`config.mk`:
```
export PLATFORM = sky130hd
export DESIGN_NAME = i2cHostPort
export DESIGN_NICKNAME = d
export VERILOG_FILES = /design/src/rtl/i2cPkg.sv /design/src/rtl/i2cHostPort.sv
export SDC_FILE = /design/constraint.sdc
export NUM_CORES = 1
export LEC_CHECK = 0
export BUFFER_PORTS_ARGS = -buffer_cell sky130_fd_sc_hd__buf_4
export CAP_MARGIN = 20
export CORE_MARGIN = 5
export CORE_UTILIZATION = 38
export DETAILED_ROUTE_END_ITERATION = 12
export GPL_TIMING_DRIVEN = 0
export PLACE_DENSITY_LB_ADDON = 0.1
export SYNTH_ARGS = -nofsm -noshare
export SYNTH_HDL_FRONTEND = slang
export SYNTH_SLANG_ARGS = --single-unit
```
`constraint.sdc`:
```
create_clock -name clk -period 0.82 [get_ports clk]
set_input_delay 0.041 -clock clk [delete_from_list [all_inputs] [get_ports clk]]
set_output_delay 0.041 -clock clk [all_outputs]
set_load 0.01 [all_outputs]
```
`src/rtl/i2cPkg.sv`:
```
/* shared widths, register map bit positions, command and engine state encodings
   for the byte-level I2C master */

package i2cPkg;

    // ----------------------------------------------------------
    // bus timing

    localparam int QUARTER = 4;                     // clk cycles per quarter bus bit
    localparam int PHASE_W = $clog2(4 * QUARTER);   // phase counter width

    // ----------------------------------------------------------
    // vector types

    typedef logic [7:0]         byteT;      // data byte on host side and bus
    typedef logic [0:0]         regAddrT;   // host register address
    typedef logic [PHASE_W-1:0] phaseT;     // position inside one bus bit

    // host register map
    localparam regAddrT ADDR_DATA = 1'b0;   // transmit hold / received byte
    localparam regAddrT ADDR_CTRL = 1'b1;   // command write, status read

    // control write layout
    localparam int CTRL_CMD_LSB = 0;        // two command bits from here
    localparam int CTRL_ACK_BIT = 2;        // ack bit driven after a READ

    // status read layout
    localparam int STAT_READY_BIT = 0;      // core can take a command
    localparam int STAT_VALID_BIT = 1;      // unread result present
    localparam int STAT_ACK_BIT   = 2;      // ack seen in the ninth bit

    // ----------------------------------------------------------
    // encodings

    typedef enum logic [1:0] {
        CMD_START = 2'd0,
        CMD_WRITE = 2'd1,
        CMD_READ  = 2'd2,
        CMD_STOP  = 2'd3
    } i2cCommand;

    typedef enum logic [2:0] {
        ST_IDLE,
        ST_START,
        ST_BIT,     // eight data bits
        ST_ACK,     // ninth bit
        ST_STOP
    } i2cState;

endpackage

```
`src/rtl/i2cHostPort.sv`:
```
/* host register port, turns register writes and reads into core strobes
   and returns registered read data */
`timescale 1ns/1ps

module i2cHostPort
    import i2cPkg::*;
(
    input  logic      clk,
    input  logic      reset,
    input  logic      hostWrite,
    input  logic      hostRead,
    input  regAddrT   hostAddr,
    input  byteT      hostWriteData,
    output byteT      hostReadData,
    input  byteT      receiveData,
    input  logic      receiveAck,
    input  logic      receiveValid,
    input  logic      transmitReady,
    output i2cCommand commandIn,
    output byteT      transmitDataIn,
    output logic      transmitAckIn,
    output logic      transmitDataLoadEn,
    output logic      receiveDataReadReq
);

    byteT holdData;             // last byte written to the data register
    byteT statusByte;

    // ----------------------------------------------------------
    // write side

    always_ff @(posedge clk) begin
        if (hostWrite && hostAddr == ADDR_DATA)
            holdData <= hostWriteData;
    end

    // control write goes straight through so the core reacts next edge
    assign transmitDataLoadEn = hostWrite && (hostAddr == ADDR_CTRL);
    assign commandIn          = i2cCommand'(hostWriteData[CTRL_CMD_LSB +: 2]);
    assign transmitAckIn      = hostWriteData[CTRL_ACK_BIT];
    assign transmitDataIn     = holdData;

    // ----------------------------------------------------------
    // read side

    assign receiveDataReadReq = hostRead && (hostAddr == ADDR_DATA);

    always_comb begin
        statusByte                 = '0;
        statusByte[STAT_READY_BIT] = transmitReady;
        statusByte[STAT_VALID_BIT] = receiveValid;
        statusByte[STAT_ACK_BIT]   = receiveAck;
    end

    always_ff @(posedge clk or posedge reset) begin
        if (reset)
            hostReadData <= '0;
        else if (hostRead)
            hostReadData <= (hostAddr == ADDR_DATA) ? receiveData : statusByte;
    end

endmodule

```
==> key figures, run 1 <==
STA
  • Final setup fails: 18
  • RSZ-0062 raised after global routing: yes
  • Max_slew headroom: 0.7405
  • Final Max Tran Viols: 0
  • Final hold violation count: 0
  • Fmax: 1.131 GHz
  • Worst-margin pin slew: 387.5 ps
  • Setup Skew: 0 ps
  • Post-layout min period: 884.4 ps
  • Hold Slack: 25.36 ps
  • Part of the cycle the worst path needs: 1.079
  • Setup ws final: -64.42 ps

Placed design
  • Final HPWL DP: 1.157 mm
  • Gpl congestion: 0.6612
  • Quantity of I/O buffers inserted on ports: 42
  • Dpl cells: 99

Synth
  • Multiplexer area fraction after synthesis: 0.04810
  • Post-synthesis average cell area: 15.23 sq um
  • Register area share after synthesis: 0.7054
  • Synth Register Bits: 16
  • Compound-gate portion of the synthesized area: 0.09619
  • Mapped Area: 624.3 sq um
  • Main combinational cell family by area after synthesis: compound AO/OA/AOI/OAI gates
  • Syn_nets: 65
  • Simple-gate portion of the synthesized area: 0.06613
  • Cell variety after synth: 15
  • Ys Warns: 0
  • Synth Area in Adders: 0
  • Synth Area in XOR/XNOR: 0
  • Syn Inst Count: 41

Worst setup path
  • CP required: 780 ps
  • Critical Path Max Stage Delay: 420 ps
  • Crit-path cells: buf_6
  • Worst path arrival time: 840 ps
  • CP startpoint: hostReadData[3]
  • CP Max Fanout: 2
  • Worst r2r path cells: 2
  • CP startpoint kind: register
  • FF-to-FF Start: hostReadData[5]
  • CP Capture Type: primary output
  • CP delay by family, top: flip-flops
  • Crit path buf inv count: 1
  • Crit path kind: reg2out
  • Crit path depth: 1
  • CP max-delay cell: dfrtp_1

Drt
  • Via density: 4.648
  • Antenna Nets Post-Route: 0
  • Iter 0 DRT Violations: 3
  • DRC violations left: 0
  • Drt first pass iters: 2
  • Wire per inst: 14.83 um
  • Drt total wl: 1.809 mm
  • DR vias: 567

Floorplan
  • Initial Util: 0.4097
  • Die Area: 2554 sq um
  • DIE WIDTH: 50.54 um
  • Number of core rows: 14
  • Vert. Die Dim: 50.54 um
  • IO Count: 45
  • Core area: 1524 sq um

Clock network
  • CTS Buffer Depth: 2
  • Clock Latency Late Sink: 280 ps
  • CTS tree: done
  • Clock slew at reported path FFs: 100 ps
  • H-tree levels: 1
  • Clock root buffer: clkbuf_4
  • CTS Buf Count: 3
  • Clock Sinks: 16

Cells and area
  • Finished Layout Cells: 122
  • ANT cells: 0
  • Area growth syn-to-layout: 97.19%
  • Nets: 131
  • Filler instances: 90
  • Share of layout cells above drive strength 1: 0.5283

Pwr
  • Pleak: 0.0005903 uW
  • Switching Fraction: 0.2459
  • Logic gate share of total power: 0.249
  • PwrDens: 1498 nW/um^2
  • Peak supply drop: 0.001025 V
  • Net switching power: 453.4 uW
  • Clock power share: 0.237
  • Sequential share of power: 0.514
  • Pint: 1390 uW

Flow run
  • Max-cap viol count: 0

GRT
  • Initial antenna violation count: 0
  • Total GRT Usage: 0.1545
  • Pin count of the biggest net entering global routing: 10
  • First-pass GRT wire length: 2.973 mm
  • Vias in the first global route: 630
  • Total grt overflow: 0

Outcome
  • Failing checks: negative setup slack
  • Outcome: finished with violations

Min path
  • Worst hold path class: in2reg
  • Hold path startpoint: hostRead
  • Hold path cells: 3
-- final cells by class --
cell class | instances | area [sq um] | area share
sequential | 16 | 440.4 | 0.3577
tap | 16 | 20.02 | 0.01626
multi-input combinational | 18 | 133.9 | 0.1087
clock buffer | 3 | 22.52 | 0.01829
inverter | 2 | 7.507 | 0.006098
timing repair buffer | 61 | 558.0 | 0.4533
clock inverter | 1 | 3.754 | 0.003049
buffer | 5 | 45.04 | 0.03659
-- power by group through the flow --
stage / Clock [uW] / Combinational, uW / Sequential, uW
after global routing: 486 / 494 / 955
after global placement: 0 / 337 / 950
after CTS: 434 / 445 / 945
final: 437 / 459 / 947
after floorplan: 0 / 102 / 982
after detailed placement: 0 / 340 / 951
-- through the flow --
| step | total power [uW] | setup slack, ps | utilization | setup TNS (ps) | cell area, sq um |
|---|---|---|---|---|---|
| after floorplan | 1084 | 49.61 | - | 0 | 626.9 |
| after global placement | 1287 | -33.46 | 0.6314 | -266.4 | 962.2 |
| after detailed placement | 1292 | -33.25 | 0.6314 | -264.7 | 962.2 |
| after CTS | 1823 | -54.06 | 0.7980 | -600.0 | 1216 |
| after global routing | 1935 | -108.2 | 0.8079 | -1323 | 1231 |
| final | 1844 | -64.42 | 0.8079 | -651.2 | 1231 |
-- cells in the mapped netlist, drive strengths merged --
library cell,count,area [sq um]
nor2,3,11.26
inv,2,7.510
edfxtp,8,240.2
o2bb2ai,1,8.760
nor2b,2,20.02
and2,1,6.260
nand2,1,3.750
a22o,4,36.29
mux2i,3,30.03
buf,5,45.04
a21oi,3,15.01
dfrtp,8,200.2
-- flip-flops by register name, indices dropped and copies added (netlist names) --
signal and cells:
hostReadData 8, transmitDataIn 8
-- logic make-up (layout without fill, tap and decap cells) --
| kind of cell | after synthesis | in the layout |
|---|---|---|
| mux | 3 | 3 |
| simple gates | 7 | 7 |
| flops | 16 | 16 |
| buf+inv | 7 | 72 |
| compound gates | 8 | 8 |
-- timing repair --
item | 4_1_cts | 5_1_grt
setup buffers | 2 | 1
pin swaps | 2 | 0
hold buffers | 16 | 0
setup endpoints to repair | 16 | 18
resized for setup | 14 | 2
hold endpoints to repair | 24 | 0
-- worst min-delay path: stages --
cell and delay [ps]:
buf_6 90, nor2_1 40, a21oi_1 100
-- metal layers --
metal  GRT usage  part of all wire  vias to the layer above
met4     0.07660             0.026                        0
met3     0.02959             0.064                        7
met2      0.2831              0.56                       23
met5           0                 0                        -
met1      0.1651              0.35                      267
li1            -                 -                      270
-- worst paths after layout --
kind | slack [ps] | endpoint
worst max-delay path | -60 | hostReadData[3]
worst min-delay path | 30 | hostReadData[1]
worst max register to register | -20 | hostReadData[5]
worst min register to register | 530 | hostReadData[4]
max in group asynchronous | 320 | hostReadData[4]
min in group asynchronous | 250 | hostReadData[6]
-- cell usage in the layout (no fill, tap or decap) --
master / instances
nor2b_2: 1
nor2_1: 3
a22o_2: 1
edfxtp_1: 8
mux2i_1: 3
nand2_1: 1
a21oi_1: 3
inv_1: 2
dfrtp_1: 8
dlygate4sd3_1: 16
a22o_1: 3
o2bb2ai_1: 1
clkinv_1: 1
clkbuf_4: 3
buf_4: 32
nor2b_4: 1
buf_6: 18
and2_1: 1
(Power assumes the default switching activity.)
==> run 2: changes to the inputs <==
CORE_UTILIZATION = 34   (was 38)
clock period = 0.8 ns   (was 0.82 ns; I/O delays follow)
==> key figures, run 2 (same netlist as run 1, synthesis figures left out) <==
Floorplan
  • Core area: 1745 sq um (+15%)
  • Initial Util: 0.3577 (-0.05198)
  • Die Area: 2793 sq um (+9.4%)
  • DIE WIDTH: 52.85 um (+4.6%)
  • IO Count: 45 (unchanged)
  • Vert. Die Dim: 52.85 um (+4.6%)
  • Number of core rows: 15 (+1)

Flow run
  • Max-cap viol count: 0 (unchanged)

Worst setup path
  • FF-to-FF setup slack: -30 ps (about the same)
  • CP required: 760 ps (-20 ps)
  • Worst r2r path cells: 2 (unchanged)
  • Crit-path cells: buf_6
  • Crit path kind: reg2out
  • CP delay by family, top: flip-flops
  • CP Capture Type: primary output
  • Critical Path Max Stage Delay: 400 ps (-20 ps)
  • Crit path buf inv count: 1 (unchanged)
  • Reg-to-Reg End: hostReadData[5]
  • CP startpoint kind: register
  • CP Max Fanout: 2 (unchanged)
  • Worst path arrival time: 810 ps (-30 ps)
  • CP max-delay cell: dfrtp_1
  • FF-to-FF Start: hostReadData[5]

Pwr
  • Pint: 1423 uW (+2.3%)
  • Logic gate share of total power: 0.252 (+0.003)
  • Switching Fraction: 0.2308 (-0.01507)
  • Clock power share: 0.225 (-0.012)
  • Net switching power: 427.0 uW (-5.8%)
  • Pleak: 0.0005874 uW (-0.49%)
  • Sequential share of power: 0.523 (+0.009)
  • Peak supply drop: 0.001136 V (+11%)
  • PwrDens: 1492 nW/um^2 (-0.38%)

Cells and area
  • ANT cells: 0 (unchanged)
  • Finished Layout Cells: 131 (+7.4%)
  • Nets: 131 (unchanged)
  • Commonest cells after routing, fill and taps aside: buf_4, buf_6, dlygate4sd3_1, dfrtp_1, edfxtp_1
  • Share of layout cells above drive strength 1: 0.5472 (+0.01887)
  • Area growth syn-to-layout: 98.60%
  • Layout Utilization: 0.7104 (-0.09749)
  • Final Instance Area: 1240 sq um (+0.71%)
  • Leading cell type in the layout, fill and taps excluded: buf_4

Placed design
  • Quantity of I/O buffers inserted on ports: 42 (unchanged)
  • Dpl cells: 108 (+9.1%)
  • Placed Instance Area: 973.4 sq um (+1.2%)
  • Final HPWL DP: 1.144 mm (-1.1%)
  • Gpl congestion: 0.6473 (-2.1%)

STA
  • RSZ-0062 raised after global routing: yes
  • Post-layout min period: 851.2 ps
  • Setup TNS Final: -669.7 ps (-18.51 ps)
  • Final Max Tran Viols: 0 (unchanged)
  • Setup Skew: 0 ps (unchanged)
  • Worst-margin pin slew: 367.8 ps (-19.69 ps)
  • Max_slew headroom: 0.7537 (+0.01319)
  • Final setup fails: 17 (-1)
  • Hold Slack: 23.55 ps (-1.813 ps)
  • Part of the cycle the worst path needs: 1.064
  • Final hold violation count: 0 (unchanged)
  • Setup ws final: -51.19 ps (+13.23 ps)
  • Fmax: 1.175 GHz

Outcome
  • Failing checks: negative setup slack
  • Outcome: finished with violations

Drt
  • Drt total wl: 1.636 mm (-9.6%)
  • Iter 0 DRT Violations: 4 (+1)
  • Drt first pass iters: 2 (unchanged)
  • Antenna Nets Post-Route: 0 (unchanged)
  • Via density: 4.244 (-8.7%)
  • DRC violations left: 0 (unchanged)
  • DR vias: 556 (-1.9%)
  • Wire per inst: 12.49 um (-16%)

GRT
  • First-pass GRT wire length: 2.601 mm (-13%)
  • Vias in the first global route: 606 (-3.8%)
  • Initial antenna violation count: 0 (unchanged)
  • Pin count of the biggest net entering global routing: 10 (unchanged)
  • Total grt overflow: 0 (unchanged)
  • Total GRT Usage: 0.1303 (-0.02418)

Clock network
  • CTS tree: done
  • Clock Sinks: 16 (unchanged)
  • Clock Latency Late Sink: 280 ps (about the same)
  • CTS Buf Count: 3 (unchanged)
  • Clock root buffer: clkbuf_4
  • CTS Buffer Depth: 2 (unchanged)
  • H-tree levels: 1 (unchanged)
  • Clock slew at reported path FFs: 90 ps (about the same)

Min path
  • Hold path cells: 3 (unchanged)
  • Hold Path End: hostReadData[2]
  • Hold path startpoint: hostRead
  • Worst hold path class: in2reg
-- run 2: worst max path at each step --
stage                             end  slack, ps  depth (start not counted)            start
detailed placement  transmitDataIn[2]        -50                          2         hostAddr
finish                hostReadData[4]        -50                          1  hostReadData[4]
floorplan           transmitDataIn[0]         30                          2         hostAddr
global placement    transmitDataIn[1]        -50                          2         hostAddr
CTS                   hostReadData[3]        -70                          1  hostReadData[3]
global route          hostReadData[4]       -100                          1  hostReadData[4]
-- run 2: stage by stage --
step,power [uW],worst slack [ps]
2_1_floorplan,1111,30.61
3_3_place_gp,1321,-53.48
3_5_place_dp,1324,-45.47
4_1_cts,1869,-68.89
5_1_grt,1961,-98.21
6_report,1850,-51.19
-- run 2: routing by layer --
metal  vias up  GRT usage  share of wire
li1        271          -              -
met1       263     0.1257           0.37
met2        22     0.2603           0.56
met3         0    0.05352          0.069
met4         0    0.01277              0
met5         -          0              0
-- run 2: power by group through the flow --
stage	registers [uW]	clock network [uW]	logic (uW)
global placement	975	0	346
floorplan	1010	0	104
detailed placement	976	0	349
global route	977	483	501
finish	968	417	465
CTS	967	440	462
-- run 2: layout make-up --
type,count,area (sq um)
Multi-Input combinational cell,18,138.9
Tap cell,25,31.28
Clock inverter,1,3.754
Timing Repair Buffer,61,550.5
Inverter,2,7.507
Sequential cell,16,440.4
Buffer,5,45.04
Clock buffer,3,22.52
Fill cell,132,505.5
-- run 2: repair_timing --
action | in CTS | in global routing
hold endpoints to repair | 24 | 0
buffers inserted | 3 | 0
endpoints found under the setup margin | 16 | 19
hold buffers | 16 | 0
resized for setup | 12 | 4
pin swaps | 1 | 0
==> run 3: changes to the inputs <==
RECOVER_POWER = 100   (was not set)
==> key figures, run 3 (same netlist as run 1, synthesis figures left out) <==
Outcome
  • Outcome: finished with violations
  • Failing checks: negative setup slack

Worst setup path
  • CP delay by family, top: flip-flops
  • CP required: 760 ps (about the same)
  • Crit-path cells: buf_6
  • Critical Path Max Stage Delay: 400 ps (about the same)
  • CP max-delay cell: dfrtp_1
  • CP Max Fanout: 2 (unchanged)
  • Crit path kind: reg2out
  • CP Capture Type: primary output
  • CP startpoint kind: register
  • Crit path buf inv count: 1 (unchanged)
  • Worst path arrival time: 810 ps (about the same)

STA
  • Max_slew headroom: 0.7570 (+0.003294)
  • Setup ws final: -49.71 ps (+1.482 ps)
  • Part of the cycle the worst path needs: 1.062 (-0.001853)
  • Final hold violation count: 0 (unchanged)
  • Final Max Tran Viols: 0 (unchanged)
  • Post-layout min period: 849.7 ps (-1.482 ps)
  • Worst-margin pin slew: 362.9 ps (-4.918 ps)
  • Hold Slack: 43.57 ps (+20.03 ps)
  • RSZ-0062 raised after global routing: yes
  • Final setup fails: 17 (unchanged)
  • Setup Skew: 0 ps (unchanged)
  • Fmax: 1.177 GHz (+0.17%)

Floorplan
  • DIE WIDTH: 52.85 um (unchanged)
  • Vert. Die Dim: 52.85 um (unchanged)
  • Core area: 1745 sq um (unchanged)
  • IO Count: 45 (unchanged)
  • Initial Util: 0.3577 (unchanged)
  • Number of core rows: 15 (unchanged)
  • Die Area: 2793 sq um (unchanged)

Clock network
  • Clock Sinks: 16 (unchanged)
  • Clock root buffer: clkbuf_4
  • H-tree levels: 1 (unchanged)
  • CTS Buffer Depth: 2 (unchanged)
  • Clock slew at reported path FFs: 90 ps (about the same)
  • CTS Buf Count: 3 (unchanged)
  • CTS tree: done
  • Clock Latency Late Sink: 280 ps (about the same)

Pwr
  • Net switching power: 422.9 uW (-0.97%)
  • PwrDens: 1513 nW/um^2 (+1.4%)
  • Clock power share: 0.227 (+0.002)
  • Pleak: 0.0005620 uW (-4.3%)
  • Pint: 1403 uW (-1.4%)
  • Switching Fraction: 0.2316 (+0.0007122)
  • Logic gate share of total power: 0.243 (-0.009)
  • Sequential share of power: 0.530 (+0.007)
  • Peak supply drop: 0.001124 V (-1.1%)
  • Post-layout power: 1826 uW (-1.3%)

Drt
  • Iter 0 DRT Violations: 5 (+1)
  • Drt total wl: 1.620 mm (-0.98%)
  • Metal-1 WL: 597 um (-0.83%)
  • Via density: 4.267 (+0.54%)
  • Drt first pass iters: 4 (+2)
  • Met3 wire length: 115 um (+1.8%)
  • Wire per inst: 12.37 um (-0.98%)
  • DRC violations left: 0 (unchanged)
  • DR top layer: met3
  • Metal2 WL: 907 um (-1.3%)
  • DR vias: 559 (+0.54%)
  • Antenna Nets Post-Route: 0 (unchanged)

Placed design
  • Dpl cells: 108 (unchanged)
  • Final HPWL DP: 1.144 mm (unchanged)
  • Gpl congestion: 0.6473 (unchanged)
  • Quantity of I/O buffers inserted on ports: 42 (unchanged)

Flow run
  • Max-cap viol count: 0 (unchanged)

GRT
  • Pin count of the biggest net entering global routing: 10 (unchanged)
  • Initial antenna violation count: 0 (unchanged)
  • Vias in the first global route: 606 (unchanged)
  • Total grt overflow: 0 (unchanged)
  • First-pass GRT wire length: 2.601 mm (unchanged)
  • Total GRT Usage: 0.1303 (unchanged)

Cells and area
  • Leading cell type in the layout, fill and taps excluded: buf_4
  • Nets: 131 (unchanged)
  • Commonest cells after routing, fill and taps aside: buf_4, dlygate4sd3_1, buf_6, clkbuf_4
  • Area growth syn-to-layout: 93.39%
  • Filler instances: 141 (+6.8%)
  • ANT cells: 0 (unchanged)
  • Finished Layout Cells: 131 (unchanged)
  • Share of layout cells above drive strength 1: 0.5000 (-0.04717)

Min path
  • Worst hold path class: in2reg
## run 3: power by group through the flow
stage          combinational (uW)  sequential (uW)  clock, uW
6_report                      444              968        415
5_1_grt                       480              976        483
4_1_cts                       462              967        440
3_5_place_dp                  349              976          0
3_3_place_gp                  346              975          0
2_1_floorplan                 104             1010          0
## run 3: stage by stage
step | setup slack, ps | TNS, ps | utilization | area, sq um
floorplan | 30.61 | 0 | - | 626.9
global placement | -53.48 | -426.4 | 0.5577 | 973.4
detailed placement | -45.47 | -362.4 | 0.5577 | 973.4
CTS | -68.89 | -896.6 | 0.7032 | 1227
global route | -98.21 | -1428 | 0.6918 | 1207
finish | -49.71 | -649.7 | 0.6918 | 1207
## run 3: area by class of cell
| cell class | instances | area [sq um] | area share |
|---|---|---|---|
| timing repair buffer | 61 | 535.5 | 0.4435 |
| inverter | 2 | 7.507 | 0.006218 |
| multi-input combinational | 18 | 131.4 | 0.1088 |
| sequential | 16 | 440.4 | 0.3648 |
| tap | 25 | 31.28 | 0.02591 |
| clock inverter | 1 | 3.754 | 0.003109 |
| buffer | 5 | 35.03 | 0.02902 |
| clock buffer | 3 | 22.52 | 0.01865 |
## run 3: path summary, 6_finish.rpt
check | start | slack [ps] | endpoint | depth (start not counted)
worst max-delay path | hostReadData[4] | -50 | hostReadData[4] | 1
worst min-delay path | receiveData[1] | 40 | hostReadData[1] | 3
worst max register to register | hostReadData[5] | -30 | hostReadData[5] | 2
worst min register to register | hostReadData[4] | 520 | hostReadData[4] | 1
max in group asynchronous | reset | 320 | hostReadData[3] | 3
min in group asynchronous | reset | 250 | hostReadData[5] | 3
## run 3: routing by layer
metal  up-vias  global-route usage
met1       261              0.1257
li1        274                   -
met2        24              0.2603
met5         -                   0
met3         0             0.05352
met4         0             0.01277
## run 3: tightest hold or removal path, cell delays in order
cell and delay (ps):
buf_4 80, mux2i_1 50, a21oi_1 120
## run 3: timing repair
action                                 in CTS  in global routing
hold buffers                               16                  0
setup buffers                               3                  0
setup endpoints to repair                  16                 19
endpoints found under the hold margin      24                  0
pin swaps                                   1                  0
resized for setup                          12                  4
